<file path="src/include/cpu_params.svh">
/* reset address, bus widths and opcode byte values of the reduced core */
`ifndef CPU_PARAMS_SVH
`define CPU_PARAMS_SVH

// first opcode fetch after reset, no vector fetch
`define CPU_RESET_PC 16'h0200

// external bus widths
`define CPU_ADDR_W 16
`define CPU_DATA_W 8

// immediate mode group, two bytes each
`define OPC_LDA_IMM 8'hA9
`define OPC_ADC_IMM 8'h69
`define OPC_SBC_IMM 8'hE9
`define OPC_AND_IMM 8'h29
`define OPC_ORA_IMM 8'h09
`define OPC_EOR_IMM 8'h49

// zero page store, two bytes
`define OPC_STA_ZP  8'h85

// implied flag opcodes, one byte each
`define OPC_CLC     8'h18
`define OPC_SEC     8'h38
`define OPC_CLD     8'hD8
`define OPC_SED     8'hF8

`endif
</file>
<file path="src/rtl/cpuPkg.sv">
/* shared types: T-states, ALU and flag operations, decoded opcode record,
   bus request, ALU result and status flags */
`include "cpu_params.svh"

package cpuPkg;

  // type of the bus cycle currently on the pins
  typedef enum logic [1:0] {
    tFetch,
    tOperand,
    tWrite
  } tState_e;

  // what the ALU and accumulator do with the operand
  typedef enum logic [3:0] {
    opLoad,
    opAdd,
    opSub,
    opAnd,
    opOr,
    opXor,
    opStore,
    opFlag,
    opNop
  } aluOp_e;

  // set or clear of a single status bit
  typedef enum logic [2:0] {
    fNone,
    fClrC,
    fSetC,
    fClrD,
    fSetD
  } flagOp_e;

  typedef struct packed {
    aluOp_e  op;
    flagOp_e flagOp;
    // second byte follows the opcode
    logic    hasOperand;
  } decodedOp_t;

  // one bus cycle as requested by the sequencer
  typedef struct packed {
    logic [`CPU_ADDR_W-1:0] addr;
    logic                   rw;
    logic [`CPU_DATA_W-1:0] dataOut;
    logic                   sync;
  } busReq_t;

  typedef struct packed {
    logic [`CPU_DATA_W-1:0] value;
    logic                   n;
    logic                   v;
    logic                   z;
    logic                   c;
  } aluResult_t;

  // I and B are not kept
  typedef struct packed {
    logic n;
    logic v;
    logic d;
    logic z;
    logic c;
  } statusFlags_t;

endpackage

</file>
<file path="src/rtl/cpuTop.sv">
/* reduced 6502 core top: predecode input side, timing/ALU/status core,
   registered bus output side */
`timescale 1ns/1ps
`include "cpu_params.svh"

module cpuTop
  import cpuPkg::*;
(
  input  logic                   fastClk,
  input  logic                   rstN,
  input  logic                   rdy,
  input  logic [`CPU_DATA_W-1:0] dataIn,
  output logic [`CPU_ADDR_W-1:0] addr,
  output logic                   rw,
  output logic [`CPU_DATA_W-1:0] dataOut,
  output logic                   sync,
  output logic [7:0]             status
);

  tState_e                state;
  decodedOp_t             opRec;
  logic [`CPU_DATA_W-1:0] operand;
  logic [`CPU_DATA_W-1:0] accumVal;
  logic                   execute;
  busReq_t                nextReq;
  aluResult_t             aluResult;
  statusFlags_t           flags;

  // input side
  predecoder uPredecoder (
    .fastClk (fastClk),
    .rstN    (rstN),
    .rdy     (rdy),
    .dataIn  (dataIn),
    .state   (state),
    .opRec   (opRec),
    .operand (operand)
  );

  // processing
  timingControl uTimingControl (
    .fastClk  (fastClk),
    .rstN     (rstN),
    .rdy      (rdy),
    .opRec    (opRec),
    .operand  (operand),
    .accumVal (accumVal),
    .state    (state),
    .execute  (execute),
    .nextReq  (nextReq)
  );

  aluDecimal uAlu (
    .a       (accumVal),
    .b       (operand),
    .op      (opRec.op),
    .carryIn (flags.c),
    .decimal (flags.d),
    .result  (aluResult)
  );

  statusRegister uStatus (
    .fastClk  (fastClk),
    .rstN     (rstN),
    .execute  (execute),
    .op       (opRec.op),
    .flagOp   (opRec.flagOp),
    .result   (aluResult),
    .accumVal (accumVal),
    .flags    (flags)
  );

  // output side
  busOutput uBusOutput (
    .fastClk (fastClk),
    .rstN    (rstN),
    .rdy     (rdy),
    .nextReq (nextReq),
    .addr    (addr),
    .rw      (rw),
    .dataOut (dataOut),
    .sync    (sync)
  );

  // 6502 order N V 1 B D I Z C, B and I read as zero
  assign status = {flags.n, flags.v, 1'b1, 1'b0, flags.d, 1'b0, flags.z, flags.c};

endmodule

</file>
<file path="src/rtl/busOutput.sv">
/* registered address, rw, data-out and sync drivers */
`timescale 1ns/1ps
`include "cpu_params.svh"

module busOutput
  import cpuPkg::*;
(
  input  logic                   fastClk,
  input  logic                   rstN,
  input  logic                   rdy,
  input  busReq_t                nextReq,
  output logic [`CPU_ADDR_W-1:0] addr,
  output logic                   rw,
  output logic [`CPU_DATA_W-1:0] dataOut,
  output logic                   sync
);

  logic hold;

  // rdy low only freezes a read, a write on the pins always goes through
  assign hold = !rdy && rw;

  // loads every cycle unless the read is stalled
  always_ff @(posedge fastClk) begin
    if (!rstN) begin
      // first cycle out of reset is the opcode fetch
      addr    <= `CPU_RESET_PC;
      rw      <= 1'b1;
      dataOut <= '0;
      sync    <= 1'b1;
    end else if (!hold) begin
      addr    <= nextReq.addr;
      rw      <= nextReq.rw;
      dataOut <= nextReq.dataOut;
      sync    <= nextReq.sync;
    end
  end

endmodule

</file>
<file path="src/rtl/statusRegister.sv">
/* accumulator and N V D Z C flag register */
`timescale 1ns/1ps
`include "cpu_params.svh"

module statusRegister
  import cpuPkg::*;
(
  input  logic                   fastClk,
  input  logic                   rstN,
  input  logic                   execute,
  input  aluOp_e                 op,
  input  flagOp_e                flagOp,
  input  aluResult_t             result,
  output logic [`CPU_DATA_W-1:0] accumVal,
  output statusFlags_t           flags
);

  always_ff @(posedge fastClk) begin
    if (!rstN) begin
      accumVal <= '0;
      flags    <= '0;
    end else if (execute) begin
      case (op)
        // load and logic ops touch N and Z only
        opLoad, opAnd, opOr, opXor: begin
          accumVal <= result.value;
          flags.n  <= result.n;
          flags.z  <= result.z;
        end
        // arithmetic also updates V and C
        opAdd, opSub: begin
          accumVal <= result.value;
          flags.n  <= result.n;
          flags.v  <= result.v;
          flags.z  <= result.z;
          flags.c  <= result.c;
        end
        opFlag: begin
          case (flagOp)
            fClrC: flags.c <= 1'b0;
            fSetC: flags.c <= 1'b1;
            fClrD: flags.d <= 1'b0;
            fSetD: flags.d <= 1'b1;
            default: ;
          endcase
        end
        // nop, nothing changes
        default: ;
      endcase
    end
  end

endmodule

</file>
<file path="src/rtl/aluDecimal.sv">
/* ALU: binary and BCD add and subtract, load and logic operations,
   with N V Z C results */
`timescale 1ns/1ps
`include "cpu_params.svh"

module aluDecimal
  import cpuPkg::*;
(
  input  logic [`CPU_DATA_W-1:0] a,
  input  logic [`CPU_DATA_W-1:0] b,
  input  aluOp_e                 op,
  input  logic                   carryIn,
  input  logic                   decimal,
  output aluResult_t             result
);

  logic [`CPU_DATA_W:0]   binSum;
  logic [`CPU_DATA_W:0]   binDiff;
  logic [4:0]             loAdd;
  logic [4:0]             hiAdd;
  logic [4:0]             loSub;
  logic [4:0]             hiSub;
  logic                   loBorrow;
  logic                   hiBorrow;
  logic [`CPU_DATA_W-1:0] resValue;
  logic                   vOut;
  logic                   cOut;

  // binary paths, top bit is carry out
  assign binSum  = {1'b0, a} + {1'b0, b} + {{`CPU_DATA_W{1'b0}}, carryIn};
  // subtract as a plus not b, top bit set means no borrow
  assign binDiff = {1'b0, a} + {1'b0, ~b} + {{`CPU_DATA_W{1'b0}}, carryIn};

  // decimal add, one digit at a time
  always_comb begin
    loAdd = {1'b0, a[3:0]} + {1'b0, b[3:0]} + {4'd0, carryIn};
    if (loAdd > 5'd9) begin
      loAdd = loAdd + 5'd6;
    end
    // bit 4 of the adjusted low digit carries into the high digit
    hiAdd = {1'b0, a[7:4]} + {1'b0, b[7:4]} + {4'd0, loAdd[4]};
    if (hiAdd > 5'd9) begin
      hiAdd = hiAdd + 5'd6;
    end
  end

  // decimal subtract, borrow taken before the digit is corrected
  always_comb begin
    loSub    = {1'b0, a[3:0]} - {1'b0, b[3:0]} - {4'd0, ~carryIn};
    loBorrow = loSub[4];
    hiSub    = {1'b0, a[7:4]} - {1'b0, b[7:4]} - {4'd0, loBorrow};
    hiBorrow = hiSub[4];
    if (loBorrow) begin
      loSub = loSub - 5'd6;
    end
    if (hiBorrow) begin
      hiSub = hiSub - 5'd6;
    end
  end

  // operation select
  always_comb begin
    resValue = a;
    vOut     = 1'b0;
    cOut     = carryIn;
    case (op)
      opLoad: resValue = b;
      opAnd:  resValue = a & b;
      opOr:   resValue = a | b;
      opXor:  resValue = a ^ b;
      opAdd: begin
        // overflow from the binary sum in both modes
        vOut = (a[7] == b[7]) && (binSum[7] != a[7]);
        if (decimal) begin
          resValue = {hiAdd[3:0], loAdd[3:0]};
          cOut     = hiAdd[4];
        end else begin
          resValue = binSum[`CPU_DATA_W-1:0];
          cOut     = binSum[`CPU_DATA_W];
        end
      end
      opSub: begin
        vOut = (a[7] != b[7]) && (binDiff[7] != a[7]);
        if (decimal) begin
          resValue = {hiSub[3:0], loSub[3:0]};
          cOut     = ~hiBorrow;
        end else begin
          resValue = binDiff[`CPU_DATA_W-1:0];
          cOut     = binDiff[`CPU_DATA_W];
        end
      end
      // store, flag and nop leave a untouched
      default: ;
    endcase
  end

  // N and Z from whatever value is finally produced
  assign result = '{value: resValue, n: resValue[`CPU_DATA_W-1], v: vOut,
                    z: (resValue == '0), c: cOut};

endmodule

</file>
<file path="src/rtl/timingControl.sv">
/* T-state sequencer, program counter and next bus request */
`timescale 1ns/1ps
`include "cpu_params.svh"

module timingControl
  import cpuPkg::*;
(
  input  logic                   fastClk,
  input  logic                   rstN,
  input  logic                   rdy,
  input  decodedOp_t             opRec,
  input  logic [`CPU_DATA_W-1:0] operand,
  input  logic [`CPU_DATA_W-1:0] accumVal,
  output tState_e                state,
  output logic                   execute,
  output busReq_t                nextReq
);

  logic [`CPU_ADDR_W-1:0] pc;
  logic [`CPU_ADDR_W-1:0] pcNext;
  logic [`CPU_ADDR_W-1:0] zpAddr;
  tState_e                stateNext;
  logic                   advance;

  // a read cycle stretches while rdy is low
  // the write cycle always completes
  assign advance = rdy || (state == tWrite);

  // start of the following instruction
  assign pcNext = opRec.hasOperand ? pc + `CPU_ADDR_W'(2) : pc + `CPU_ADDR_W'(1);

  // page zero, low byte from the operand
  assign zpAddr = {{(`CPU_ADDR_W - `CPU_DATA_W){1'b0}}, operand};

  // result lands in the accumulator and flags at the end of T1
  assign execute = rdy && (state == tOperand) && (opRec.op != opStore);

  // request for the cycle after this one
  always_comb begin
    stateNext       = state;
    nextReq.addr    = pc;
    nextReq.rw      = 1'b1;
    nextReq.dataOut = accumVal;
    nextReq.sync    = 1'b0;
    case (state)
      tFetch: begin
        // second byte or dummy read
        stateNext    = tOperand;
        nextReq.addr = pc + `CPU_ADDR_W'(1);
      end
      tOperand: begin
        if (opRec.op == opStore) begin
          stateNext    = tWrite;
          nextReq.addr = zpAddr;
          nextReq.rw   = 1'b0;
        end else begin
          stateNext    = tFetch;
          nextReq.addr = pcNext;
          nextReq.sync = 1'b1;
        end
      end
      tWrite: begin
        // pc already points past the store
        stateNext    = tFetch;
        nextReq.addr = pc;
        nextReq.sync = 1'b1;
      end
      default: begin
        stateNext = tFetch;
      end
    endcase
  end

  always_ff @(posedge fastClk) begin
    if (!rstN) begin
      state <= tFetch;
      pc    <= `CPU_RESET_PC;
    end else if (advance) begin
      state <= stateNext;
      // pc moves once per instruction, at the end of T1
      if (state == tOperand) begin
        pc <= pcNext;
      end
    end
  end

endmodule

</file>
<file path="src/rtl/predecoder.sv">
/* opcode predecode and operand capture from the input data bus */
`timescale 1ns/1ps
`include "cpu_params.svh"

module predecoder
  import cpuPkg::*;
(
  input  logic                   fastClk,
  input  logic                   rstN,
  input  logic                   rdy,
  input  logic [`CPU_DATA_W-1:0] dataIn,
  input  tState_e                state,
  output decodedOp_t             opRec,
  output logic [`CPU_DATA_W-1:0] operand
);

  decodedOp_t             decoded;
  logic [`CPU_DATA_W-1:0] operandQ;

  // opcode byte to operation record
  always_comb begin
    decoded = '{op: opNop, flagOp: fNone, hasOperand: 1'b0};
    case (dataIn)
      `OPC_LDA_IMM: decoded = '{op: opLoad, flagOp: fNone, hasOperand: 1'b1};
      `OPC_ADC_IMM: decoded = '{op: opAdd, flagOp: fNone, hasOperand: 1'b1};
      `OPC_SBC_IMM: decoded = '{op: opSub, flagOp: fNone, hasOperand: 1'b1};
      `OPC_AND_IMM: decoded = '{op: opAnd, flagOp: fNone, hasOperand: 1'b1};
      `OPC_ORA_IMM: decoded = '{op: opOr, flagOp: fNone, hasOperand: 1'b1};
      `OPC_EOR_IMM: decoded = '{op: opXor, flagOp: fNone, hasOperand: 1'b1};
      `OPC_STA_ZP:  decoded = '{op: opStore, flagOp: fNone, hasOperand: 1'b1};
      `OPC_CLC:     decoded = '{op: opFlag, flagOp: fClrC, hasOperand: 1'b0};
      `OPC_SEC:     decoded = '{op: opFlag, flagOp: fSetC, hasOperand: 1'b0};
      `OPC_CLD:     decoded = '{op: opFlag, flagOp: fClrD, hasOperand: 1'b0};
      `OPC_SED:     decoded = '{op: opFlag, flagOp: fSetD, hasOperand: 1'b0};
      // anything else runs as a one byte nop
      default: ;
    endcase
  end

  // opcode taken at the end of T0, held through the rest of the instruction
  always_ff @(posedge fastClk) begin
    if (!rstN) begin
      opRec <= '{op: opNop, flagOp: fNone, hasOperand: 1'b0};
    end else if (rdy && state == tFetch) begin
      opRec <= decoded;
    end
  end

  // operand byte taken at the end of T1
  always_ff @(posedge fastClk) begin
    if (rdy && state == tOperand) begin
      operandQ <= dataIn;
    end
  end

  // during T1 the byte comes straight off the bus
  // so the ALU and the zero page address see it in the same cycle
  assign operand = (state == tOperand) ? dataIn : operandQ;

endmodule

</file>
<file path="config.mk">
export PLATFORM = sky130hd
export DESIGN_NAME = cpuTop
export DESIGN_NICKNAME = d
export VERILOG_FILES = /design/src/rtl/cpuPkg.sv /design/src/rtl/cpuTop.sv /design/src/rtl/busOutput.sv /design/src/rtl/statusRegister.sv /design/src/rtl/aluDecimal.sv /design/src/rtl/timingControl.sv /design/src/rtl/predecoder.sv
export VERILOG_INCLUDE_DIRS = /design/src /design/src/include
export SDC_FILE = /design/constraint.sdc
export NUM_CORES = 1
export LEC_CHECK = 0
export ABC_AREA = 0
export ABC_CLOCK_PERIOD_IN_PS = 17600
export BUFFER_PORTS_ARGS = -buffer_cell sky130_fd_sc_hd__buf_4
export CORE_MARGIN = 2
export CORE_UTILIZATION = 65
export DETAILED_ROUTE_END_ITERATION = 6
export HOLD_SLACK_MARGIN = 0.1
export PLACE_DENSITY = 0.85
export SYNTH_ARGS = -nofsm -noshare
export SYNTH_HDL_FRONTEND = slang
export SYNTH_SLANG_ARGS = --single-unit
</file>
<file path="constraint.sdc">
create_clock -name fastClk -period 17.6 [get_ports fastClk]
set_input_delay 3.52 -clock fastClk [delete_from_list [all_inputs] [get_ports fastClk]]
set_output_delay 3.52 -clock fastClk [all_outputs]
set_load 0.01 [all_outputs]
</file>
== Yosys cells after proc, flatten, opt, wreduce, memory -nomap -nowiden ==
Cells that the tools add are included.
Storage, ports and cells
  output and inout port bits: 34
  input port bits: 11
  register bits: 73
  logic and storage cells: 117
Cells by class
  mux-type cells: 24
  reductions and logical operators: 20
  eq/ne operators: 31
  bitwise operators: 6
  magnitude comparators: 2
  add/subtract/negate cells: 18
Operator list (number)
  8-bit case mux with 11 select lines: 1
  8-bit case mux with 6 select lines: 1
  8-bit == test (second input constant): 5
  16-bit 2-to-1 mux: 2
  16-bit case mux with 2 select lines: 1
  8-bit 2-to-1 mux: 3
  8-bit by 8-bit adder with 9-bit output: 2
  9-bit by 1-bit adder with 9-bit output: 2
  16-bit by 1-bit adder with 16-bit output (second input constant): 1
  16-bit by 2-bit adder with 16-bit output (second input constant): 1
  4-bit by 3-bit == test with 1-bit output (second input constant): 4
  8-bit by 6-bit == test with 1-bit output (second input constant): 2
  8-bit by 7-bit == test with 1-bit output (second input constant): 2
  1-bit case mux with 2 select lines: 6
  4-bit by 4-bit adder with 5-bit output: 2
  5-bit by 1-bit adder with 5-bit output: 2
  5-bit by 3-bit adder with 5-bit output (second input constant): 2
  5-bit by 4-bit greater-than comparator with 1-bit output (second input constant): 2
  5-bit 2-to-1 mux: 2
  4-bit by 4-bit subtractor with 5-bit output: 2
  5-bit by 1-bit subtractor with 5-bit output: 2
  8-bit bitwise AND: 1
  4-bit by 2-bit == test with 1-bit output (second input constant): 2
  8-bit by 4-bit == test with 1-bit output (second input constant): 1
  32 further kinds: 50

== Logic depth before layout (Yosys ltp) ==
  depth in word-level cells: 12
  depth in mapped cells: 25
  mapped depth without buffers: 23

== Cells and area by module ==
From an unflattened synthesis, not the netlist that was laid out.
Unflattened totals
  cells, all modules: 864
  area total of the unflattened synthesis: 6906.6 µm²
Modules (own cells, without submodules)
  aluDecimal: cells each 343, area each 2486.1 µm², sequential area each 0.0 µm², instances 1
  timingControl: cells each 259, area each 1925.6 µm², sequential area each 360.3 µm², instances 1
  busOutput: cells each 111, area each 1051.0 µm², sequential area each 520.5 µm², instances 1
  predecoder: cells each 74, area each 822.0 µm², sequential area each 400.4 µm², instances 1
  statusRegister: cells each 72, area each 591.8 µm², sequential area each 260.2 µm², instances 1
  cpuTop: cells each 5, area each 30.0 µm², sequential area each 0.0 µm², instances 1

== Worst setup path after synthesis ==
OpenSTA, ideal clock, no wires.
  path type: input port to flip-flop
  start: input port dataIn[0]
  end: register uStatus.flags[1] (netlist name)
  required time: 17530 ps
  stages on the path: 21
  arrival: 8040 ps
  setup time: 70 ps
  setup slack: 9491 ps
  buffers on the path: 0
  cells stage by stage: mux2i_1 > inv_1 > fa_1 > fa_1 > nand2_1 > a21oi_1 > xor2_2 > fa_1 > inv_1 > ha_1 > or2_1 > fa_1 > nand2b_2 > a211o_1 > and2_1 > xnor2_1 > a221oi_2 > o211ai_2 > a211oi_2 > o2111ai_1 > a21oi_1
On the way
  word-level cells in the longest chain between the ends: 11
  elaborated cells between the ends (all ways): 29
  those cells by class: add/sub (14); order compare (2); mux (8); bitwise (4); reduce/logical (1)
RTL lines
  start: declaration: RTL line cpuTop.sv:12  | input logic [`CPU_DATA_W-1:0] dataIn,
  8-bit 2-to-1 mux *: RTL line predecoder.sv:58  | assign operand = (state == tOperand) ? dataIn : operandQ;
  4-bit by 4-bit adder with 5-bit output: RTL line aluDecimal.sv:36  | loAdd = {1'b0, a[3:0]} + {1'b0, b[3:0]} + {4'd0, carryIn};
  5-bit by 1-bit adder with 5-bit output: RTL line aluDecimal.sv:36
  5-bit by 3-bit adder with 5-bit output or 5-bit by 4-bit greater-than comparator with 1-bit output (tied branches): RTL line aluDecimal.sv:38, aluDecimal.sv:37
  5-bit 2-to-1 mux: RTL line aluDecimal.sv:37  | if (loAdd > 5'd9) begin
  5-bit by 1-bit adder with 5-bit output: RTL line aluDecimal.sv:41  | hiAdd = {1'b0, a[7:4]} + {1'b0, b[7:4]} + {4'd0, loAdd[4]};
  5-bit by 3-bit adder with 5-bit output or 5-bit by 4-bit greater-than comparator with 1-bit output (tied branches): RTL line aluDecimal.sv:43, aluDecimal.sv:42
  5-bit 2-to-1 mux: RTL line aluDecimal.sv:42  | if (hiAdd > 5'd9) begin
  8-bit 2-to-1 mux: RTL line aluDecimal.sv:74  | if (decimal) begin
  8-bit case mux with 6 select lines *: RTL line aluDecimal.sv:66  | case (op)
  8-bit logical NOT *: RTL line aluDecimal.sv:99  | z: (resValue == '0), c: cOut};
Every way passes the cells marked *; elsewhere a longest branch is shown, timed or not.
A chain may end at the register's enable or synchronous reset.

== Worst setup path in the final report ==
  start: input port dataIn[0]
  end: register uStatus.flags[1] (netlist name)
On the way
  word-level cells in the longest chain between the ends: 11
  elaborated cells between the ends (all ways): 29
  those cells by class: add/sub (14); order compare (2); mux (8); bitwise (4); reduce/logical (1)
RTL lines (RTL line)
  8-bit 2-to-1 mux *: predecoder.sv:58
  4-bit by 4-bit adder with 5-bit output: aluDecimal.sv:36
  5-bit by 1-bit adder with 5-bit output: aluDecimal.sv:36
  5-bit by 3-bit adder with 5-bit output or 5-bit by 4-bit greater-than comparator with 1-bit output (tied branches): aluDecimal.sv:38, aluDecimal.sv:37
  5-bit 2-to-1 mux: aluDecimal.sv:37
  5-bit by 1-bit adder with 5-bit output: aluDecimal.sv:41
  5-bit by 3-bit adder with 5-bit output or 5-bit by 4-bit greater-than comparator with 1-bit output (tied branches): aluDecimal.sv:43, aluDecimal.sv:42
  5-bit 2-to-1 mux: aluDecimal.sv:42
  8-bit 2-to-1 mux: aluDecimal.sv:74
  8-bit case mux with 6 select lines *: aluDecimal.sv:66
  8-bit logical NOT *: aluDecimal.sv:99
Marked as above.

==> qor.csv <==
stage,metric,value,unit
outcome,status,"complete, no violations",
pwr,p_sw,0.000137,W
sta,min_period_over_period,47.7,%
logic_synthesis,ys_seq_area_share,24.4,%
pwr,p_seq_share,42.1,%
sta,final_hold_viol_count,0,
logic_synthesis,synthDistinctLibCells,76,
logic_synthesis,ys_ff_latch,72,
cells_and_area,drive_gt1_share,10.8,%
pwr,vdd_drop_max,0.0530,mV
clock_tree,htreeDepth,3,
routing,met3_length,1190,µm
floorplanning,start_util,67.2,%
pwr,p_int,0.000287,W
sta,worst-slew-pin-transition,1230,ps
place,dp_cells,910,
floorplanning,fp.dieW,102,µm
floorplanning,pin_count,45,
clock_tree,cts_setup_buffers,0,
sta,fin_skew,16.1,ps
setup_path,cp.arrival,8680,ps
floorplanning,coreArea,9280,µm²
logic_synthesis,yosysTopAreaCell,dfxtp_1,
setup_path,reg2reg_from,uTimingControl.state[1],
clock_tree,cts.path.max_buffers,2,
routing,wl_per_cell,18.4,µm
logic_synthesis,synthFlopType,dfxtp_1,
clock_tree,cts_num_sinks,72,
place,globalplace.congestion,1.00,
job,maxCapViolations,0,
floorplanning,fp-row-count,35,
floorplanning,die-area,10400,µm²
pwr,switching_share,32.3,%
sta,finalSetupViolCount,0,
cells_and_area,fin_cells,926,
cells_and_area,area_growth,6.52,%
routing,drt-met1-wl,6640,µm
cells_and_area,layout.nets,855,
sta,grt_setup_unrepaired,false,
routing,drc_errors,0,
clock_tree,clk_latency,350,ps
setup_path,startpoint,dataIn[0],
grt,grt_use_total,33.7,%
routing,antenna_left,0,
clock_tree,cts_tree,built,
pwr,power_density,63.7,nW/µm²
setup_path,end_kind,flip-flop,
routing,wl_met2,8310,µm
logic_synthesis,async_reset_ff_share,0,%
clock_tree,cts_resized,0,
routing,dr.first_iter.drc_count,393,
logic_synthesis,synth_edf_count,8,
setup_path,cp-start-kind,primary input,
routing,top_layer,met4,
place,dp_hpwl,12300,µm
logic_synthesis,synth.area.top_cells,"dfxtp_1 21%, ha_1 8.8%, nand2_1 5.4%",
routing,vias,6011,
floorplanning,die_h,102,µm
logic_synthesis,synth_top_area_share,20.5,%
pwr,p_leak,2.61,nW
logic_synthesis,synth_area,6230,µm²
clock_tree,cts_buffers,9,
grt,grt-ovfl-total,0,
routing,dr.pass1.iters,5,
clock_tree,hold_buffers,0,
grt,grt_max_degree,67,
grt,antenna_found_initial,0,
clock_tree,path_clk_slew,80,ps
setup_path,worstSetupPathType,primary input to flip-flop,
logic_synthesis,syn_area_per_cell,7.77,µm²
worst_hold_path,min_path_type,flip-flop to flip-flop,
sta,period_needed,8390,ps
cells_and_area,n_antenna_cell,0,
routing,wl,17000,µm
clock_tree,cts_root_buffer,clkbuf_8,
logic_synthesis,synth_warnings,0,
grt,grt_pass1_vias,5732,
routing,via_per_inst,6.49,
worst_hold_path,hp-start,uBusOutput.addr[3],
sta,slew_headroom,17.6,%
place,port_buffers,41,
logic_synthesis,yosysMostFrequentCell,nand2_1,
sta,fin_tns_setup,0,ps
grt,grt_pass1_wl,27800,µm
setup_path,required,17890,ps
setup_path,crit_fanout,5,
pwr,combPwrFrac,24.8,%
sta,fmax,0.119,GHz
sta,slew_viol_final,0,
logic_synthesis,syn_inst,802,
logic_synthesis,synth_commonest_cells,"89 x nand2_1, 70 x nor2_1, 64 x dfxtp_1, 45 x o21ai_0, 44 x ha_1",
pwr,p_clk_share,33.1,%
## cell families (layout without fill, tap and decap cells)
family	after synthesis	after routing	share of synthesized area, %
buffers and inverters	107	101	7.24
flip-flops	72	72	24.4
AO/OA/AOI/OAI	215	215	24.0
AND/OR/NAND/NOR	282	282	22.1
multiplexers	17	17	2.87
XOR/XNOR	55	55	7.85
adder cells (fa/ha/maj)	52	52	11.4
other	2	3	0.120
## path summary, 6_finish.rpt
| check | to | slack [ps] | cells after the start |
|---|---|---|---|
| setup / recovery | uStatus.flags[1] | 9210 | 21 |
| hold / removal | uBusOutput.addr[3] | 460 | 2 |
| setup reg to reg | uStatus.flags[1] | 11700 | 22 |
| hold reg to reg | uBusOutput.addr[3] | 460 | 2 |
## layer usage
metal	vias up	GRT usage, %
met1	2838	40.6
met4	0	18.2
met5	-	0
met2	299	57.6
met3	78	5.61
li1	2796	-
## sequential cells by signal, summed over array words and instances (netlist names)
register,cells
uBusOutput.addr,16
uTimingControl.pc,16
uBusOutput.dataOut,8
uPredecoder.opRec,8
uPredecoder.operandQ,8
uStatus.accumVal,7
uStatus.flags,5
uTimingControl.state,2
uBusOutput.rw,1
uBusOutput.sync,1
## cells in the final DEF (no fill, tap or decap), types with 4 or more instances in the layout
cell type  count
fa_1           8
o31ai_1        5
o221ai_1       5
o211ai_1       9
nand2_1       89
a21boi_1       4
a221oi_1       9
a31oi_1        4
clkbuf_8       9
o211a_1       12
nor3_1        19
o21ai_1        4
xnor2_1       36
nor2b_1       12
nor3b_1        8
a21boi_0      17
nand2b_1      12
a22oi_1        8
nor2_1        70
or3_1          9
inv_1         40
mux2i_1       10
buf_4         43
a21oi_1       41
xor2_1        18
o21ai_0       45
nor4b_1        4
nand3_1       17
nand4_1       11
and2_1        14
edfxtp_1       8
a211oi_1       6
mux2_2         7
o22ai_1        8
ha_1          44
dfxtp_1       64
## metrics by stage
| stage | setup WS [ps] | power, W | area [µm²] | util [%] | hold slack, ps |
|---|---|---|---|---|---|
| 2_1_floorplan | 9490 | 0.000258 | 6240 | - | 458 |
| 3_3_place_gp | 9100 | 0.000278 | 6430 | 69.2 | 443 |
| 3_5_place_dp | 8900 | 0.000284 | 6430 | 69.2 | 450 |
| 4_1_cts | 9270 | 0.000422 | 6640 | 71.5 | 467 |
| 5_1_grt | 8940 | 0.000441 | 6640 | 71.5 | 499 |
| 6_report | 9210 | 0.000423 | 6640 | 71.5 | 462 |
## critical path, stage by stage
cell	delay, ps
buf_4	130
mux2i_1	300
inv_1	140
fa_1	490
fa_1	440
nand2_1	90
a21oi_1	100
xor2_2	260
fa_1	500
ha_1	190
or2_1	260
fa_1	410
nand2b_2	230
a211o_1	330
and2_1	190
xnor2_1	140
a221oi_2	240
o211ai_2	170
a211oi_2	260
o2111ai_1	130
a21oi_1	160
## power by group through the flow
stage / clock network (W) / registers, W / logic (W)
floorplan: 0 / 0.000177 / 0.0000804
global placement: 0 / 0.000181 / 0.0000965
detailed placement: 0 / 0.000182 / 0.000102
finish: 0.000140 / 0.000178 / 0.000105
CTS: 0.000141 / 0.000178 / 0.000102
global route: 0.000148 / 0.000179 / 0.000114
## final cells by class
| class | count | area (µm²) |
|---|---|---|
| Clock buffer | 11 | 153 |
| Clock inverter | 5 | 60.1 |
| Fill cell | 739 | 2640 |
| Inverter | 42 | 158 |
| Multi-Input combinational cell | 624 | 4270 |
| Sequential cell | 72 | 1520 |
| Tap cell | 129 | 161 |
| Timing Repair Buffer | 43 | 323 |
(Power assumes the default switching activity.)
